[config.mk]
export PLATFORM = sky130hd
export DESIGN_NAME = upif_top
export DESIGN_NICKNAME = d
export VERILOG_FILES = /design/src/design/upif_req_pkg.sv /design/src/design/upif_stream_pkg.sv /design/src/design/upif_req_queue.sv /design/src/design/upif_req_dispatch.sv /design/src/design/upif_block_seg.sv /design/src/design/upif_upload_path.sv /design/src/design/upif_top.sv
export VERILOG_INCLUDE_DIRS = /design/src /design/src/include
export SDC_FILE = /design/constraint.sdc
export NUM_CORES = 1
export LEC_CHECK = 0
export ABC_AREA = 1
export BUFFER_PORTS_ARGS = -buffer_cell sky130_fd_sc_hd__clkbuf_2
export CELL_PAD_IN_SITES_DETAIL_PLACEMENT = 0
export CELL_PAD_IN_SITES_GLOBAL_PLACEMENT = 1
export CORE_MARGIN = 3
export CORE_UTILIZATION = 44
export CTS_BUF_LIST = sky130_fd_sc_hd__clkbuf_2 sky130_fd_sc_hd__clkbuf_4 sky130_fd_sc_hd__clkbuf_8
export CTS_CLUSTER_SIZE = 28
export DETAILED_ROUTE_END_ITERATION = 12
export PLACE_DENSITY_LB_ADDON = 0.1
export SLEW_MARGIN = 20
export SYNTH_ARGS = -nofsm -noshare
export SYNTH_HDL_FRONTEND = slang
export SYNTH_HIERARCHICAL = 1
export SYNTH_SLANG_ARGS = --single-unit
[constraint.sdc]
create_clock -name USER_CLK -period 12 [get_ports USER_CLK]
set_input_delay 0 -clock USER_CLK [delete_from_list [all_inputs] [get_ports USER_CLK]]
set_output_delay 0 -clock USER_CLK [all_outputs]
set_load 0.02 [all_outputs]
[src/include/upif_settings.svh]
// Widths, queue depth, pacing and block size of the upload front end.
// UPIF_REQ_DEPTH bounds the outstanding requests, since the queue has no full flag.
// UPIF_BLK_BYTES must be a power of two that UPIF_OFS_W bits can wrap.
`ifndef UPIF_SETTINGS_SVH
`define UPIF_SETTINGS_SVH

// ============================================================
// field widths
// ============================================================
`define UPIF_VCH_W      16          // virtual channel
`define UPIF_ADDR_W     32          // file address
`define UPIF_SIZE_W     32          // file size in bytes
`define UPIF_DATA_W     64          // one DMA beat

// ============================================================
// block segmentation
// ============================================================
`define UPIF_BEAT_BYTES 8
`define UPIF_BLK_BYTES  4096        // 4 KiB blocks
`define UPIF_OFS_W      12          // in-block byte offset
`define UPIF_BSZ_W      16          // block byte count field

// ============================================================
// request queue
// ============================================================
`define UPIF_REQ_W      (`UPIF_VCH_W + `UPIF_ADDR_W + `UPIF_SIZE_W)
`define UPIF_REQ_DEPTH  16
`define UPIF_RD_PACE    8           // min cycles between released requests

`endif

[src/design/upif_req_pkg.sv]
// Request word layout is {vch, addr, size}, with vch in the top bits.
`include "upif_settings.svh"

package upif_req_pkg;

    function automatic logic [`UPIF_REQ_W-1:0] pack_req(
        input logic [`UPIF_VCH_W-1:0]  vch,
        input logic [`UPIF_ADDR_W-1:0] addr,
        input logic [`UPIF_SIZE_W-1:0] size
    );
        return {vch, addr, size};
    endfunction

    function automatic logic [`UPIF_VCH_W-1:0] req_vch(input logic [`UPIF_REQ_W-1:0] word);
        return word[`UPIF_REQ_W-1 -: `UPIF_VCH_W];
    endfunction

    function automatic logic [`UPIF_ADDR_W-1:0] req_addr(input logic [`UPIF_REQ_W-1:0] word);
        return word[`UPIF_SIZE_W +: `UPIF_ADDR_W];          // sits just above size
    endfunction

    function automatic logic [`UPIF_SIZE_W-1:0] req_size(input logic [`UPIF_REQ_W-1:0] word);
        return word[`UPIF_SIZE_W-1:0];
    endfunction

endpackage

[src/design/upif_stream_pkg.sv]
// Offsets are byte offsets of a beat within its 4 KiB block.
// Beats are whole UPIF_BEAT_BYTES words, so offsets stay beat aligned.
`include "upif_settings.svh"

package upif_stream_pkg;

    function automatic logic is_blk_first(input logic [`UPIF_OFS_W-1:0] ofs);
        return (ofs == '0);
    endfunction

    function automatic logic is_blk_last(input logic [`UPIF_OFS_W-1:0] ofs);
        return (ofs == `UPIF_OFS_W'(`UPIF_BLK_BYTES - `UPIF_BEAT_BYTES));
    endfunction

    // bytes in a block whose last beat sits at ofs
    function automatic logic [`UPIF_BSZ_W-1:0] blk_bytes(input logic [`UPIF_OFS_W-1:0] ofs);
        logic [`UPIF_BSZ_W-1:0] cnt;
        cnt = `UPIF_BSZ_W'(ofs) + `UPIF_BSZ_W'(`UPIF_BEAT_BYTES);
        return cnt;
    endfunction

endpackage

[src/design/upif_req_queue.sv]
// Request FIFO without a full flag. The sender keeps at most UPIF_REQ_DEPTH pending.
// q_word is registered and valid on the cycle after q_pop.
`timescale 1ns/1ns
`include "upif_settings.svh"

module upif_req_queue (
    input  logic                     USER_CLK,
    input  logic                     USER_RST,
    input  logic                     up_file_sof,
    input  logic [`UPIF_VCH_W-1:0]   up_file_vch,
    input  logic [`UPIF_ADDR_W-1:0]  up_file_addr,
    input  logic [`UPIF_SIZE_W-1:0]  up_file_size,
    input  logic                     q_pop,
    output logic [`UPIF_REQ_W-1:0]   q_word,
    output logic                     q_empty
);

    logic                                 req_wen;  // captured request pending write
    logic [`UPIF_REQ_W-1:0]               req_wdt;
    logic [`UPIF_REQ_W-1:0]               mem [`UPIF_REQ_DEPTH];
    logic [$clog2(`UPIF_REQ_DEPTH):0]     wr_ptr;   // extra msb tells full from empty
    logic [$clog2(`UPIF_REQ_DEPTH):0]     rd_ptr;

    // ============================================================
    // request capture
    // ============================================================
    always_ff @(posedge USER_CLK or posedge USER_RST) begin
        if (USER_RST) begin
            req_wen <= 1'b0;
        end else begin
            req_wen <= up_file_sof;
        end
    end

    always_ff @(posedge USER_CLK) begin
        if (up_file_sof) begin
            req_wdt <= upif_req_pkg::pack_req(up_file_vch, up_file_addr, up_file_size);
        end
    end

    // ============================================================
    // circular buffer
    // ============================================================
    always_ff @(posedge USER_CLK or posedge USER_RST) begin
        if (USER_RST) begin
            wr_ptr <= '0;
            rd_ptr <= '0;
        end else begin
            if (req_wen) begin
                wr_ptr <= wr_ptr + 1'b1;
            end
            if (q_pop) begin
                rd_ptr <= rd_ptr + 1'b1;
            end
        end
    end

    always_ff @(posedge USER_CLK) begin
        if (req_wen) begin
            mem[wr_ptr[$clog2(`UPIF_REQ_DEPTH)-1:0]] <= req_wdt;
        end
    end

    always_ff @(posedge USER_CLK) begin
        if (q_pop) begin
            q_word <= mem[rd_ptr[$clog2(`UPIF_REQ_DEPTH)-1:0]];  // registered read
        end
    end

    assign q_empty = (wr_ptr == rd_ptr);

endmodule

[src/design/upif_req_dispatch.sv]
// Releases queued requests no closer than UPIF_RD_PACE cycles apart, oldest first.
// The read engine gives no back-pressure. dma_rd_* hold until the next dma_rd_start.
`timescale 1ns/1ns
`include "upif_settings.svh"

module upif_req_dispatch (
    input  logic                     USER_CLK,
    input  logic                     USER_RST,
    input  logic [`UPIF_REQ_W-1:0]   q_word,
    input  logic                     q_empty,
    output logic                     q_pop,
    output logic                     dma_rd_start,
    output logic [`UPIF_VCH_W-1:0]   dma_rd_vch,
    output logic [`UPIF_ADDR_W-1:0]  dma_rd_addr,
    output logic [`UPIF_SIZE_W-1:0]  dma_rd_size
);

    logic                       q_rdy;      // queue was not empty at last edge
    logic [`UPIF_RD_PACE-1:0]   pace_tok;   // one-hot pace ring
    logic                       word_vld;   // popped word now on q_word

    // ============================================================
    // pacing and pop
    // ============================================================
    always_ff @(posedge USER_CLK or posedge USER_RST) begin
        if (USER_RST) begin
            q_rdy    <= 1'b0;
            pace_tok <= `UPIF_RD_PACE'(1);
        end else begin
            q_rdy    <= ~q_empty;
            pace_tok <= {pace_tok[0], pace_tok[`UPIF_RD_PACE-1:1]};  // rotate right
        end
    end

    // one pop per ring turn keeps the lagging q_rdy safe
    always_ff @(posedge USER_CLK or posedge USER_RST) begin
        if (USER_RST) begin
            q_pop    <= 1'b0;
            word_vld <= 1'b0;
        end else begin
            q_pop    <= q_rdy & pace_tok[0];
            word_vld <= q_pop;
        end
    end

    // ============================================================
    // read command
    // ============================================================
    always_ff @(posedge USER_CLK or posedge USER_RST) begin
        if (USER_RST) begin
            dma_rd_start <= 1'b0;
        end else begin
            dma_rd_start <= word_vld;
        end
    end

    always_ff @(posedge USER_CLK) begin
        if (word_vld) begin
            dma_rd_vch  <= upif_req_pkg::req_vch(q_word);
            dma_rd_addr <= upif_req_pkg::req_addr(q_word);
            dma_rd_size <= upif_req_pkg::req_size(q_word);
        end
    end

endmodule

[src/design/upif_block_seg.sv]
// Cuts a beat stream into 4 KiB blocks by byte offset. The offset restarts at sof.
// Inputs come from the first pipeline stage, outputs line up with the second.
`timescale 1ns/1ns
`include "upif_settings.svh"

module upif_block_seg (
    input  logic                     USER_CLK,
    input  logic                     USER_RST,
    input  logic                     beat_vld,
    input  logic                     beat_sof,
    input  logic                     beat_eof,
    output logic                     blk_sob,
    output logic                     blk_eob,
    output logic [`UPIF_BSZ_W-1:0]   blk_bsz
);

    logic [`UPIF_OFS_W-1:0]  ofs_cnt;   // offset of the next beat
    logic [`UPIF_OFS_W-1:0]  cur_ofs;   // offset of the beat at hand
    logic                    sob_hit;
    logic                    eob_hit;

    assign cur_ofs = beat_sof ? '0 : ofs_cnt;

    assign sob_hit = beat_vld & (beat_sof | upif_stream_pkg::is_blk_first(cur_ofs));
    assign eob_hit = beat_vld & (beat_eof | upif_stream_pkg::is_blk_last(cur_ofs));

    // ============================================================
    // offset counter
    // ============================================================
    always_ff @(posedge USER_CLK or posedge USER_RST) begin
        if (USER_RST) begin
            ofs_cnt <= '0;
        end else if (beat_vld) begin
            ofs_cnt <= cur_ofs + `UPIF_OFS_W'(`UPIF_BEAT_BYTES);  // wraps at 4 KiB
        end
    end

    // ============================================================
    // block marks and size
    // ============================================================
    always_ff @(posedge USER_CLK or posedge USER_RST) begin
        if (USER_RST) begin
            blk_sob <= 1'b0;
            blk_eob <= 1'b0;
        end else begin
            blk_sob <= sob_hit;
            blk_eob <= eob_hit;
        end
    end

    // full block gives 4096, a short tail its own count
    always_ff @(posedge USER_CLK or posedge USER_RST) begin
        if (USER_RST) begin
            blk_bsz <= '0;
        end else if (eob_hit) begin
            blk_bsz <= upif_stream_pkg::blk_bytes(cur_ofs);
        end
    end

endmodule

[src/design/upif_upload_path.sv]
// Two register stages from the DMA beat stream to the line-buffer writer; never stalls.
// dma_up_rdy lags up_lbuf_wr_rdy by one cycle, so the source must stop within 2 cycles.
`timescale 1ns/1ns
`include "upif_settings.svh"

module upif_upload_path (
    input  logic                     USER_CLK,
    input  logic                     USER_RST,
    input  logic                     dma_up_dvld,
    input  logic [`UPIF_DATA_W-1:0]  dma_up_data,
    input  logic                     dma_up_sof,
    input  logic                     dma_up_eof,
    input  logic [`UPIF_VCH_W-1:0]   dma_up_vch,
    input  logic [`UPIF_ADDR_W-1:0]  dma_up_addr,
    input  logic [`UPIF_SIZE_W-1:0]  dma_up_size,
    output logic                     dma_up_rdy,
    input  logic                     up_lbuf_wr_rdy,
    output logic [`UPIF_DATA_W-1:0]  up_lbuf_wr_data,
    output logic                     up_lbuf_wr_dvld,
    output logic                     up_lbuf_wr_sof,
    output logic                     up_lbuf_wr_eof,
    output logic [`UPIF_VCH_W-1:0]   up_lbuf_wr_vch,
    output logic [`UPIF_ADDR_W-1:0]  up_lbuf_wr_addr,
    output logic [`UPIF_SIZE_W-1:0]  up_lbuf_wr_fsz,
    output logic                     up_lbuf_wr_sob,
    output logic                     up_lbuf_wr_eob,
    output logic [`UPIF_BSZ_W-1:0]   up_lbuf_wr_bsz
);

    logic [`UPIF_DATA_W-1:0]  s1_data;
    logic                     s1_dvld;
    logic                     s1_sof;
    logic                     s1_eof;
    logic [`UPIF_VCH_W-1:0]   s1_vch;   // held from the file's sof
    logic [`UPIF_ADDR_W-1:0]  s1_addr;
    logic [`UPIF_SIZE_W-1:0]  s1_size;  // held from eof

    always_ff @(posedge USER_CLK or posedge USER_RST) begin
        if (USER_RST) begin
            dma_up_rdy <= 1'b1;
        end else begin
            dma_up_rdy <= up_lbuf_wr_rdy;
        end
    end

    // ============================================================
    // stage 1
    // ============================================================
    always_ff @(posedge USER_CLK or posedge USER_RST) begin
        if (USER_RST) begin
            s1_dvld <= 1'b0;
            s1_sof  <= 1'b0;
            s1_eof  <= 1'b0;
        end else begin
            s1_dvld <= dma_up_dvld;
            s1_sof  <= dma_up_sof;
            s1_eof  <= dma_up_eof;
        end
    end

    always_ff @(posedge USER_CLK) begin
        s1_data <= dma_up_data;
        if (dma_up_dvld & dma_up_sof) begin
            s1_vch  <= dma_up_vch;
            s1_addr <= dma_up_addr;
        end
        if (dma_up_dvld & dma_up_eof) begin
            s1_size <= dma_up_size;
        end
    end

    // ============================================================
    // stage 2
    // ============================================================
    always_ff @(posedge USER_CLK or posedge USER_RST) begin
        if (USER_RST) begin
            up_lbuf_wr_dvld <= 1'b0;
            up_lbuf_wr_sof  <= 1'b0;
            up_lbuf_wr_eof  <= 1'b0;
        end else begin
            up_lbuf_wr_dvld <= s1_dvld;
            up_lbuf_wr_sof  <= s1_sof;
            up_lbuf_wr_eof  <= s1_eof;
        end
    end

    always_ff @(posedge USER_CLK) begin
        up_lbuf_wr_data <= s1_data;
        up_lbuf_wr_vch  <= s1_vch;
        up_lbuf_wr_addr <= s1_addr;
        up_lbuf_wr_fsz  <= s1_size;
    end

    upif_block_seg i_block_seg (
        .USER_CLK (USER_CLK),
        .USER_RST (USER_RST),
        .beat_vld (s1_dvld),
        .beat_sof (s1_sof),
        .beat_eof (s1_eof),
        .blk_sob  (up_lbuf_wr_sob),
        .blk_eob  (up_lbuf_wr_eob),
        .blk_bsz  (up_lbuf_wr_bsz)
    );

endmodule

[src/design/upif_top.sv]
// Upload-side front end of the DMA engine, all on USER_CLK.
// Request inputs are single-cycle pulses. Upload beats take exactly 2 cycles to the writer.
`timescale 1ns/1ns
`include "upif_settings.svh"

module upif_top (
    input  logic                     USER_CLK,
    input  logic                     USER_RST,
    // request path
    input  logic                     up_file_sof,
    input  logic [`UPIF_VCH_W-1:0]   up_file_vch,
    input  logic [`UPIF_ADDR_W-1:0]  up_file_addr,
    input  logic [`UPIF_SIZE_W-1:0]  up_file_size,
    output logic                     dma_rd_start,
    output logic [`UPIF_VCH_W-1:0]   dma_rd_vch,
    output logic [`UPIF_ADDR_W-1:0]  dma_rd_addr,
    output logic [`UPIF_SIZE_W-1:0]  dma_rd_size,
    // upload beats from the DMA
    input  logic                     dma_up_dvld,
    input  logic [`UPIF_DATA_W-1:0]  dma_up_data,
    input  logic                     dma_up_sof,
    input  logic                     dma_up_eof,
    input  logic [`UPIF_VCH_W-1:0]   dma_up_vch,
    input  logic [`UPIF_ADDR_W-1:0]  dma_up_addr,
    input  logic [`UPIF_SIZE_W-1:0]  dma_up_size,
    output logic                     dma_up_rdy,
    // line-buffer writer
    input  logic                     up_lbuf_wr_rdy,
    output logic [`UPIF_DATA_W-1:0]  up_lbuf_wr_data,
    output logic                     up_lbuf_wr_dvld,
    output logic                     up_lbuf_wr_sof,
    output logic                     up_lbuf_wr_eof,
    output logic [`UPIF_VCH_W-1:0]   up_lbuf_wr_vch,
    output logic [`UPIF_ADDR_W-1:0]  up_lbuf_wr_addr,
    output logic [`UPIF_SIZE_W-1:0]  up_lbuf_wr_fsz,
    output logic                     up_lbuf_wr_sob,
    output logic                     up_lbuf_wr_eob,
    output logic [`UPIF_BSZ_W-1:0]   up_lbuf_wr_bsz
);

    logic [`UPIF_REQ_W-1:0]  q_word;
    logic                    q_empty;
    logic                    q_pop;

    // ============================================================
    // request path
    // ============================================================
    upif_req_queue i_req_queue (
        .USER_CLK     (USER_CLK),
        .USER_RST     (USER_RST),
        .up_file_sof  (up_file_sof),
        .up_file_vch  (up_file_vch),
        .up_file_addr (up_file_addr),
        .up_file_size (up_file_size),
        .q_pop        (q_pop),
        .q_word       (q_word),
        .q_empty      (q_empty)
    );

    upif_req_dispatch i_req_dispatch (
        .USER_CLK     (USER_CLK),
        .USER_RST     (USER_RST),
        .q_word       (q_word),
        .q_empty      (q_empty),
        .q_pop        (q_pop),
        .dma_rd_start (dma_rd_start),
        .dma_rd_vch   (dma_rd_vch),
        .dma_rd_addr  (dma_rd_addr),
        .dma_rd_size  (dma_rd_size)
    );

    // ============================================================
    // upload path
    // ============================================================
    upif_upload_path i_upload_path (
        .USER_CLK        (USER_CLK),
        .USER_RST        (USER_RST),
        .dma_up_dvld     (dma_up_dvld),
        .dma_up_data     (dma_up_data),
        .dma_up_sof      (dma_up_sof),
        .dma_up_eof      (dma_up_eof),
        .dma_up_vch      (dma_up_vch),
        .dma_up_addr     (dma_up_addr),
        .dma_up_size     (dma_up_size),
        .dma_up_rdy      (dma_up_rdy),
        .up_lbuf_wr_rdy  (up_lbuf_wr_rdy),
        .up_lbuf_wr_data (up_lbuf_wr_data),
        .up_lbuf_wr_dvld (up_lbuf_wr_dvld),
        .up_lbuf_wr_sof  (up_lbuf_wr_sof),
        .up_lbuf_wr_eof  (up_lbuf_wr_eof),
        .up_lbuf_wr_vch  (up_lbuf_wr_vch),
        .up_lbuf_wr_addr (up_lbuf_wr_addr),
        .up_lbuf_wr_fsz  (up_lbuf_wr_fsz),
        .up_lbuf_wr_sob  (up_lbuf_wr_sob),
        .up_lbuf_wr_eob  (up_lbuf_wr_eob),
        .up_lbuf_wr_bsz  (up_lbuf_wr_bsz)
    );

endmodule

* Word-level counts from Yosys, hierarchy flattened
Memories as Yosys holds them, arrays and structs flattened. A register that Yosys moved wholly into a read port is not among the register bits.
Cells that the tools add are included.
** Operators by class
- $add $sub $neg :: 4
- Equality and inequality tests :: 2
- Muxes and demuxes :: 3
- Bitwise gates (word level) :: 8
- Reduce and logical (&&, ||, !) cells :: 1
** Operators with widths (number)
- adder 12 x 4 -> 13 bit, second input constant :: 1
- adder 12 x 4 -> 12 bit, second input constant :: 1
- == test 12 bit, second input constant :: 1
- logical NOT 12 bit :: 1
- two-way mux 12 bit :: 1
- adder 5 x 1 -> 5 bit, second input constant :: 2
- bitwise AND 1 bit :: 5
- == test 5 bit :: 1
- two-way mux 1 bit :: 2
- bitwise OR 1 bit :: 2
- NOT 1 bit :: 1
** Word-level totals
- Bits in registers :: 508
- RAM bits :: 1280
- Bits of input ports :: 231
- Output and inout bits :: 247
- Logic and storage cells :: 50
- Memories kept :: 1
** Memories
- i_req_queue.mem :: words 16, width 80, read ports 1, clocked after memory_dff 1, write ports 1, RTL line upif_req_queue.sv:20 : logic [`UPIF_REQ_W-1:0] mem [`UPIF_REQ_DEPTH];

* Logic depth before layout (Yosys ltp)
Gate-level depths: netlist (run 1).
- Depth after elaboration :: 4
- Mapped depth :: 12
- Depth with buffers taken out :: 10

* Hierarchy
Netlist (run 1), hierarchy kept.
** By module, submodules not included
- upif_req_queue :: instances 1, cells an instance 5696, area an instance 61029.8 µm², sequential area each 43516.7 µm²
- upif_upload_path :: instances 1, cells an instance 300, area an instance 6761.5 µm², sequential area each 6742.7 µm²
- upif_req_dispatch :: instances 1, cells an instance 96, area an instance 2718.9 µm², sequential area each 2703.8 µm²
- upif_block_seg :: instances 1, cells an instance 176, area an instance 1441.4 µm², sequential area each 675.6 µm²

* Least setup slack after synthesis (run 1)
No wires, ideal clock.
- Kind :: register to register
- Start :: reg i_req_queue.wr_ptr[0]
- End :: mem i_req_queue/mem[12][0] (netlist bit) (enable)
- Library setup time :: 0.519 ns
- Data arrival time :: 4.140 ns
- Data required time :: 11.481 ns
- Slack :: 7.341 ns
- Cell stages (with the launch flop) :: 5
- Path buffers :: 0
- Period minus slack after synthesis :: 4.659 ns
- Cell sequence :: dfrtp_1 inv_1 ha_1 nand2_1 nor2_1
** RTL lines
- start, declared :: RTL line upif_req_queue.sv:21 : logic [$clog2(`UPIF_REQ_DEPTH):0] wr_ptr;
- start signal, assigned :: RTL line upif_req_queue.sv:50 : wr_ptr <= wr_ptr + 1'b1;
- end, declared :: RTL line upif_req_queue.sv:20
Straight into the memory's write port.

==> results.md, run 1 <==
* Result of the run: completed
* RSZ-0062 raised after global routing: false
* Final WL at 188 mm
* Placer Congestion at 0.737
* Vias per std cell at 4.69
* Post-synth top cells: 1990 x nand2_1, 1600 x edfxtp_1, 1228 x inv_1
* Clock Skews at 0.0539 ns
* Post-Syn Area at 72000 sq um
* Reg-to-Reg End: i_req_queue/q_word[25]$_DFFE_PP_
* Final min period at 4.23 ns
* Die Ht at 410 microns
* Area Growth Syn to Fin at 21.4%
* Syn Inst Count at 6268
* Hold WC Path Type: in2reg
* Std-Cell Rows at 147
* Top-count cell post-synth: nand2_1
* Clock Root Buffer: clkbuf_8
* Post-synth EDFFs at 1600
* Largest net degree at the start of global routing at 212
* Worst vdd ir at 0.122 mV
* Crit Path Class: reg2reg
* CTS max path bufs at 4
* Synth top area share at 66.8%
* GRT overflow at 0
* Worst Hold Path EP: i_upload_path/s1_data[22]$_DFF_P_
* Vias in the first global route at 45900
* Area of the core at 161000 sq um
* Clk pin slew, worst setup/hold paths at 0.06 ns
* Insertion delay to the later sink of the worst-skew pair at 1.03 ns
* Unique masters post-synth at 35
* Relative slew margins at 26.3%
* Initial DRT Pass Iterations at 5
* Post-synthesis sequential area ratio at 74.5%
* Routing usage on met2 at 37.0%
* Final setup violating endpoints at 0
* Cell depth of the worst hold path at 3
* GRT busiest layer: met2
* Final period util at 35.2%
* Via count at 45700
* GRT Total Usage at 22.2%
* # clock sinks at 1865
* Layout Cells excl Fill at 9738
* Nets at 7578
* Starting Density at 44.6%
* Worst-Margin Slew at 1.11 ns
* Die W at 410 microns
* Layout cells sized above 1 at 14.4%
* Share of flip-flops with an asynchronous set or reset at 3.06%
* Global-route wire length before repair at 282 mm
* H-tree depth at 5
* Synthesized area per cell at 11.5 sq um
* Post-CTS Resized at 0
* Ys flop type: edfxtp_1
* Slew Viols, Final at 0
* R2R depth at 9
* Iter 0 DRT Violations at 3413
* Hold path start: dma_up_data[22]
* DIE AREA at 168000 sq um
* Hold_buf cts at 463
* Global-route met1 utilization at 29.7%
* Num CTS Buffers at 331
* TritonCTS clock tree: yes
* Initial antenna violation count at 8
* Placed Cells incl. Taps at 8702
* Setup TNS at 0 ns
* CP Launch Type: register
* Met3 Use GR at 4.16%
* DP Wirelength at 89.5 mm
* Area contributors post-synth: edfxtp_1 67%, nand2_1 10%, inv_1 6.4%
* IO Pins at 478
* Final Hold Viols at 0
* FF-to-FF Start: i_req_queue/rd_ptr[1]$_DFFE_PP0P_
* IO buf count at 474
* Yosys warns at 6
* Dominant cell type by area after synthesis: edfxtp_1
* Register bit total from synthesis at 1865
* Crit-path max FO at 147
* Post CTS Setup Buffer Count at 0
* Worst Path Required at 12.86 ns
* Antenna-violating nets left at 0
* Max-Cap Viols at 0
* Setup slack on the worst flop-to-flop path at 7.77 ns
* PwrDens at 167 nW/um^2
* CP endpoint kind: register
* Worst EP arrival at 5.09 ns
* Hold slack final at 0.152 ns
* DRC violations left at 0
* Fmax at 236 MHz
* Post-DR wirelength/cell at 19.3 microns
* Critical Path Source: i_req_queue/rd_ptr[1]$_DFFE_PP0P_
* LEAKAGE at 37.8 nW
-- worst max path at each step --
stage                                       end  slack, ns  depth (start not counted)
6_report       i_req_queue/q_word[25]$_DFFE_PP_       7.77                          9
5_1_grt        i_req_queue/q_word[58]$_DFFE_PP_       7.54                          9
4_1_cts        i_req_queue/q_word[16]$_DFFE_PP_       7.82                          9
3_5_place_dp    i_req_queue/q_word[9]$_DFFE_PP_       7.81                          9
3_3_place_gp    i_req_queue/q_word[5]$_DFFE_PP_       7.85                          9
2_1_floorplan  i_req_queue/mem[12][0]$_DFFE_PP_       7.34                          4
-- layout make-up --
class | instances | area, sq um
Multi-Input combinational cell | 2905 | 12300
Timing Repair Buffer | 1003 | 7610
Tap cell | 2160 | 2700
Clock inverter | 113 | 718
Fill cell | 14100 | 74200
Antenna cell | 5 | 12.5
Sequential cell | 1865 | 53700
Inverter | 1234 | 4670
Clock buffer | 453 | 5650
-- layer usage --
layer | share of wire [%] | wire, microns
met4 | 2.3 | 4400
met2 | 48 | 90100
met1 | 44 | 83200
met3 | 5.4 | 10100
met5 | 0 | 0
-- sequential cells by signal, indices dropped and copies added, names as in the netlist, 8 cells and up --
signal	count
i_req_queue/mem	1280
i_upload_path/up_lbuf_wr_vch	16
i_req_dispatch/dma_rd_addr	32
i_req_dispatch/pace_tok	8
i_upload_path/i_block_seg/ofs_cnt	12
i_upload_path/s1_data	64
i_upload_path/up_lbuf_wr_data	64
i_upload_path/i_block_seg/blk_bsz	13
i_upload_path/up_lbuf_wr_fsz	32
i_upload_path/s1_size	32
i_upload_path/s1_vch	16
i_req_dispatch/dma_rd_vch	16
i_req_queue/q_word	80
i_req_queue/req_wdt	80
i_req_dispatch/dma_rd_size	32
i_upload_path/s1_addr	32
i_upload_path/up_lbuf_wr_addr	32
-- worst max-delay path, stage by stage (launching register included) --
cell and delay [ns]:
dfrtp_4 0.93, buf_4 0.83, buf_12 0.70, buf_4 0.90
nand3_1 0.17, nand2_1 0.10, nand2_1 0.05, nand2_1 0.09
inv_1 0.04, nand2_1 0.05
-- through the flow --
step | power, mW | cell area, sq um | utilization, % | setup WS (ns)
3_3_place_gp | 8.89 | 76200 | 47.2 | 7.85
3_5_place_dp | 8.91 | 76300 | 47.2 | 7.81
4_1_cts | 14.8 | 87300 | 54.0 | 7.82
6_report | 14.6 | 87300 | 54.1 | 7.77
2_1_floorplan | 8.45 | 72000 | - | 7.34
5_1_grt | 15.3 | 87300 | 54.1 | 7.54
-- power breakdown --
group          leakage (nW)  switching [mW]  internal, mW
combinational          17.4           0.720         0.314
sequential             17.0           0.205          7.64
clock                  3.39            2.52          3.20
-- kinds of logic after synthesis --
group / after synthesis / share of synthesized area [%]
AO/OA/AOI/OAI: 14 / 0.108
buffers and inverters: 1500 / 8.53
adder cells (fa/ha/maj): 7 / 0.122
XOR/XNOR: 14 / 0.170
AND/OR/NAND/NOR: 2867 / 16.5
flip-flops: 1865 / 74.5
other: 1 / 0.00521
-- cells in the final DEF (no fill, tap or decap), types with 18 or more instances in the layout --
cell	n
inv_1	1226
dfxtp_1	208
dlygate4sd3_1	463
clkinv_1	57
nor2_4	18
dfrtp_1	49
nand3_1	824
clkbuf_2	473
nand2_1	1990
buf_4	59
edfxtp_1	1600
clkbuf_4	94
clkbuf_8	359
nor2_1	18
clkinv_2	41
Note: power is estimated with default switching activity, not from simulation.
==> run 2: changes to the inputs <==
==> constraint.sdc (replaced) <==
create_clock -name USER_CLK -period 4.1 [get_ports USER_CLK]
set_input_delay 0 -clock USER_CLK [delete_from_list [all_inputs] [get_ports USER_CLK]]
set_output_delay 0 -clock USER_CLK [all_outputs]
set_load 0.02 [all_outputs]
==> run 2 against run 1 <==
- maximum frequency rose by 58%
- wire length fell by 1.2%
- hold slack improved by 0.030 ns
- final cell count barely moved
- clock power rose to 2.9 times the previous value
- highest routed layer is now met5
- power rose to 2.9 times the previous value
- clock skew barely moved
- clock-buffer cell count rose by 24
- critical path type unchanged
- flip-flop and latch count did not move
- utilization rose by 0.14 points
- first-iteration DRC count fell by 1.6%
==> results.md, run 2 (synthesis gave the netlist of run 1 again) <==
* Result of the run: completed
* H-tree depth at 5 (unchanged)
* Final setup violating endpoints at 0 (unchanged)
* Die W at 410 microns (unchanged)
* Clock Root Buffer: clkbuf_8
* Clock Skews at 0.0540 ns (+0.000101 ns)
* Initial DRT Pass Iterations at 5 (unchanged)
* PwrDens at 487 nW/um^2 (+190%)
* GRT overflow at 0 (unchanged)
* Layout cells sized above 1 at 14.6% (+0.19 points)
* Nets at 7587 (+0.12%)
* Vias per std cell at 4.70 (about the same)
* GRT Total Usage at 22.0% (-0.20 points)
* Slew Viols, Final at 0 (unchanged)
* LEAKAGE at 37.9 nW (+0.27%)
* Insertion delay to the later sink of the worst-skew pair at 1.01 ns (-0.02 ns)
* Hold path start: up_file_sof
* FF-to-FF Start: i_req_queue/rd_ptr[0]$_DFFE_PP0P_
* Reg-to-Reg End: i_req_queue/q_word[76]$_DFFE_PP_
* Max-Cap Viols at 0 (unchanged)
* Area Growth Syn to Fin at 21.7%
* IO Pins at 478 (unchanged)
* Area of the core at 161000 sq um (unchanged)
* Via count at 45800 (+0.14%)
* # clock sinks at 1865 (unchanged)
* DRC violations left at 0 (unchanged)
* Setup TNS at 0 ns (unchanged)
* Initial antenna violation count at 6 (-2)
* Worst EP arrival at 3.41 ns (-1.68 ns)
* Largest net degree at the start of global routing at 187 (-12%)
* Global-route wire length before repair at 280 mm (-0.59%)
* Crit Path Class: reg2reg
* Vias in the first global route at 45400 (-1.0%)
* Worst Hold Path EP: i_req_queue/req_wdt[75]$_DFFE_PP_
* Setup slack on the worst flop-to-flop path at 1.42 ns (-6.35 ns)
* Largest register FFs at 1280 (unchanged)
* Std-Cell Rows at 147 (unchanged)
* TritonCTS clock tree: yes
* Final min period at 2.68 ns (-1.55 ns)
* Final WL at 185 mm (-1.2%)
* Final Util at 54.2% (+0.14 points)
* Post-DR wirelength/cell at 19.0 microns (-1.3%)
* CP Launch Type: register
* Antenna-violating nets left at 0 (unchanged)
* Hold WC Path Type: in2reg
* Worst Path Required at 4.83 ns (-8.03 ns)
* Crit-path max FO at 88 (-40%)
* Iter 0 DRT Violations at 3360 (-1.6%)
* Cell depth of the worst hold path at 2 (-1)
* IO buf count at 474 (unchanged)
* Final period util at 65.4% (+30 points)
* Die Ht at 410 microns (unchanged)
* CP endpoint kind: register
* Placer Congestion at 0.742 (+0.69%)
* DIE AREA at 168000 sq um (unchanged)
* R2R depth at 6 (-3)
* Relative slew margins at 22.7% (-3.6 points)
* Most frequent cells in the layout: 1990 x nand2_1, 1600 x edfxtp_1, 1226 x inv_1, 824 x nand3_1, 473 x clkbuf_2
* Num CTS Buffers at 331 (unchanged)
* CTS max path bufs at 4 (unchanged)
* Fmax at 373 MHz (+58%)
* DP Wirelength at 91.2 mm (+1.9%)
* RSZ-0062 raised after global routing: false
* Worst vdd ir at 0.411 mV (+240%)
* Most common cell after layout, fill and taps aside: nand2_1
* Starting Density at 44.6% (unchanged)
* Worst-Margin Slew at 1.16 ns (+0.0538 ns)
* Final Hold Viols at 0 (unchanged)
* Critical Path Source: i_req_queue/rd_ptr[0]$_DFFE_PP0P_
* Clk pin slew, worst setup/hold paths at 0.06 ns (about the same)
-- run 2: cell types whose count changed in the layout (fill, tap and decap cells not counted), moves of 3 or more --
cell and change:
buf_12 +24, buf_16 -3, buf_4 -7, bufinv_16 -3, clkbuf_4 +28, clkbuf_8 -4, clkinv_1 -5, clkinv_2 -16
dlygate4sd3_1 -4
-- run 2: layout make-up --
class | count | area [sq um]
diodes | 4 | 10.0
flip-flops and latches | 1865 | 53700
well taps | 2160 | 2700
repair buffers | 1012 | 7900
clock buffers | 477 | 5800
inverters | 1234 | 4670
clock inverters | 86 | 502
fillers | 14000 | 73900
multi-input cells | 2905 | 12300
-- run 2: worst max path at each step --
stage               cells after the start                               end  slack [ns]
floorplan                               4  i_req_queue/mem[12][0]$_DFFE_PP_       -0.56
global placement                        7  i_req_queue/q_word[49]$_DFFE_PP_        1.44
detailed placement                      9  i_req_queue/q_word[35]$_DFFE_PP_        1.43
CTS                                     6  i_req_queue/q_word[76]$_DFFE_PP_        1.40
global route                            8   i_req_queue/q_word[0]$_DFFE_PP_        1.20
finish                                  6  i_req_queue/q_word[76]$_DFFE_PP_        1.42
-- run 2: critical path, cell delays in order (launching register included) --
cell and delay [ns]:
dfrtp_4 0.90, buf_4 0.86, nand2_1 0.14, nand3_1 0.13, nand3_1 0.09, nand3_1 0.15, nand2_1 0.07
-- run 2: timing repair --
item | 4_1_cts | 5_1_grt
setup buffers | 0 | 0
hold endpoints to repair | 446 | 0
gates resized for setup | 0 | 0
hold buffers | 459 | 0
-- run 2: metal layers --
metal  up-vias  GRT usage [%]  wire length [microns]
met1     22100           29.6                  82200
met5         -              0                     13
met2      1110           36.8                  89400
li1      22200              -                      -
met3       370           3.70                   9300
met4         2           6.77                   4530
-- run 2: where the power goes --
group / internal [mW] / switching (mW)
combinational: 0.950 / 2.09
clock: 9.33 / 7.32
sequential: 22.4 / 0.599
-- run 2: through the flow --
step | hold slack, ns | setup slack (ns) | area (sq um) | std cells | power, mW
4_1_cts | 0.0417 | 1.40 | 87500 | 9739 | 43.2
5_1_grt | 0.0872 | 1.20 | 87600 | 9743 | 44.5
3_5_place_dp | 0.0747 | 1.43 | 76600 | 8717 | 26.1
6_report | 0.182 | 1.42 | 87600 | 9743 | 42.7
2_1_floorplan | -0.197 | -0.559 | 72000 | 6270 | 24.7
3_3_place_gp | 0.0810 | 1.44 | 76600 | 8717 | 26.0
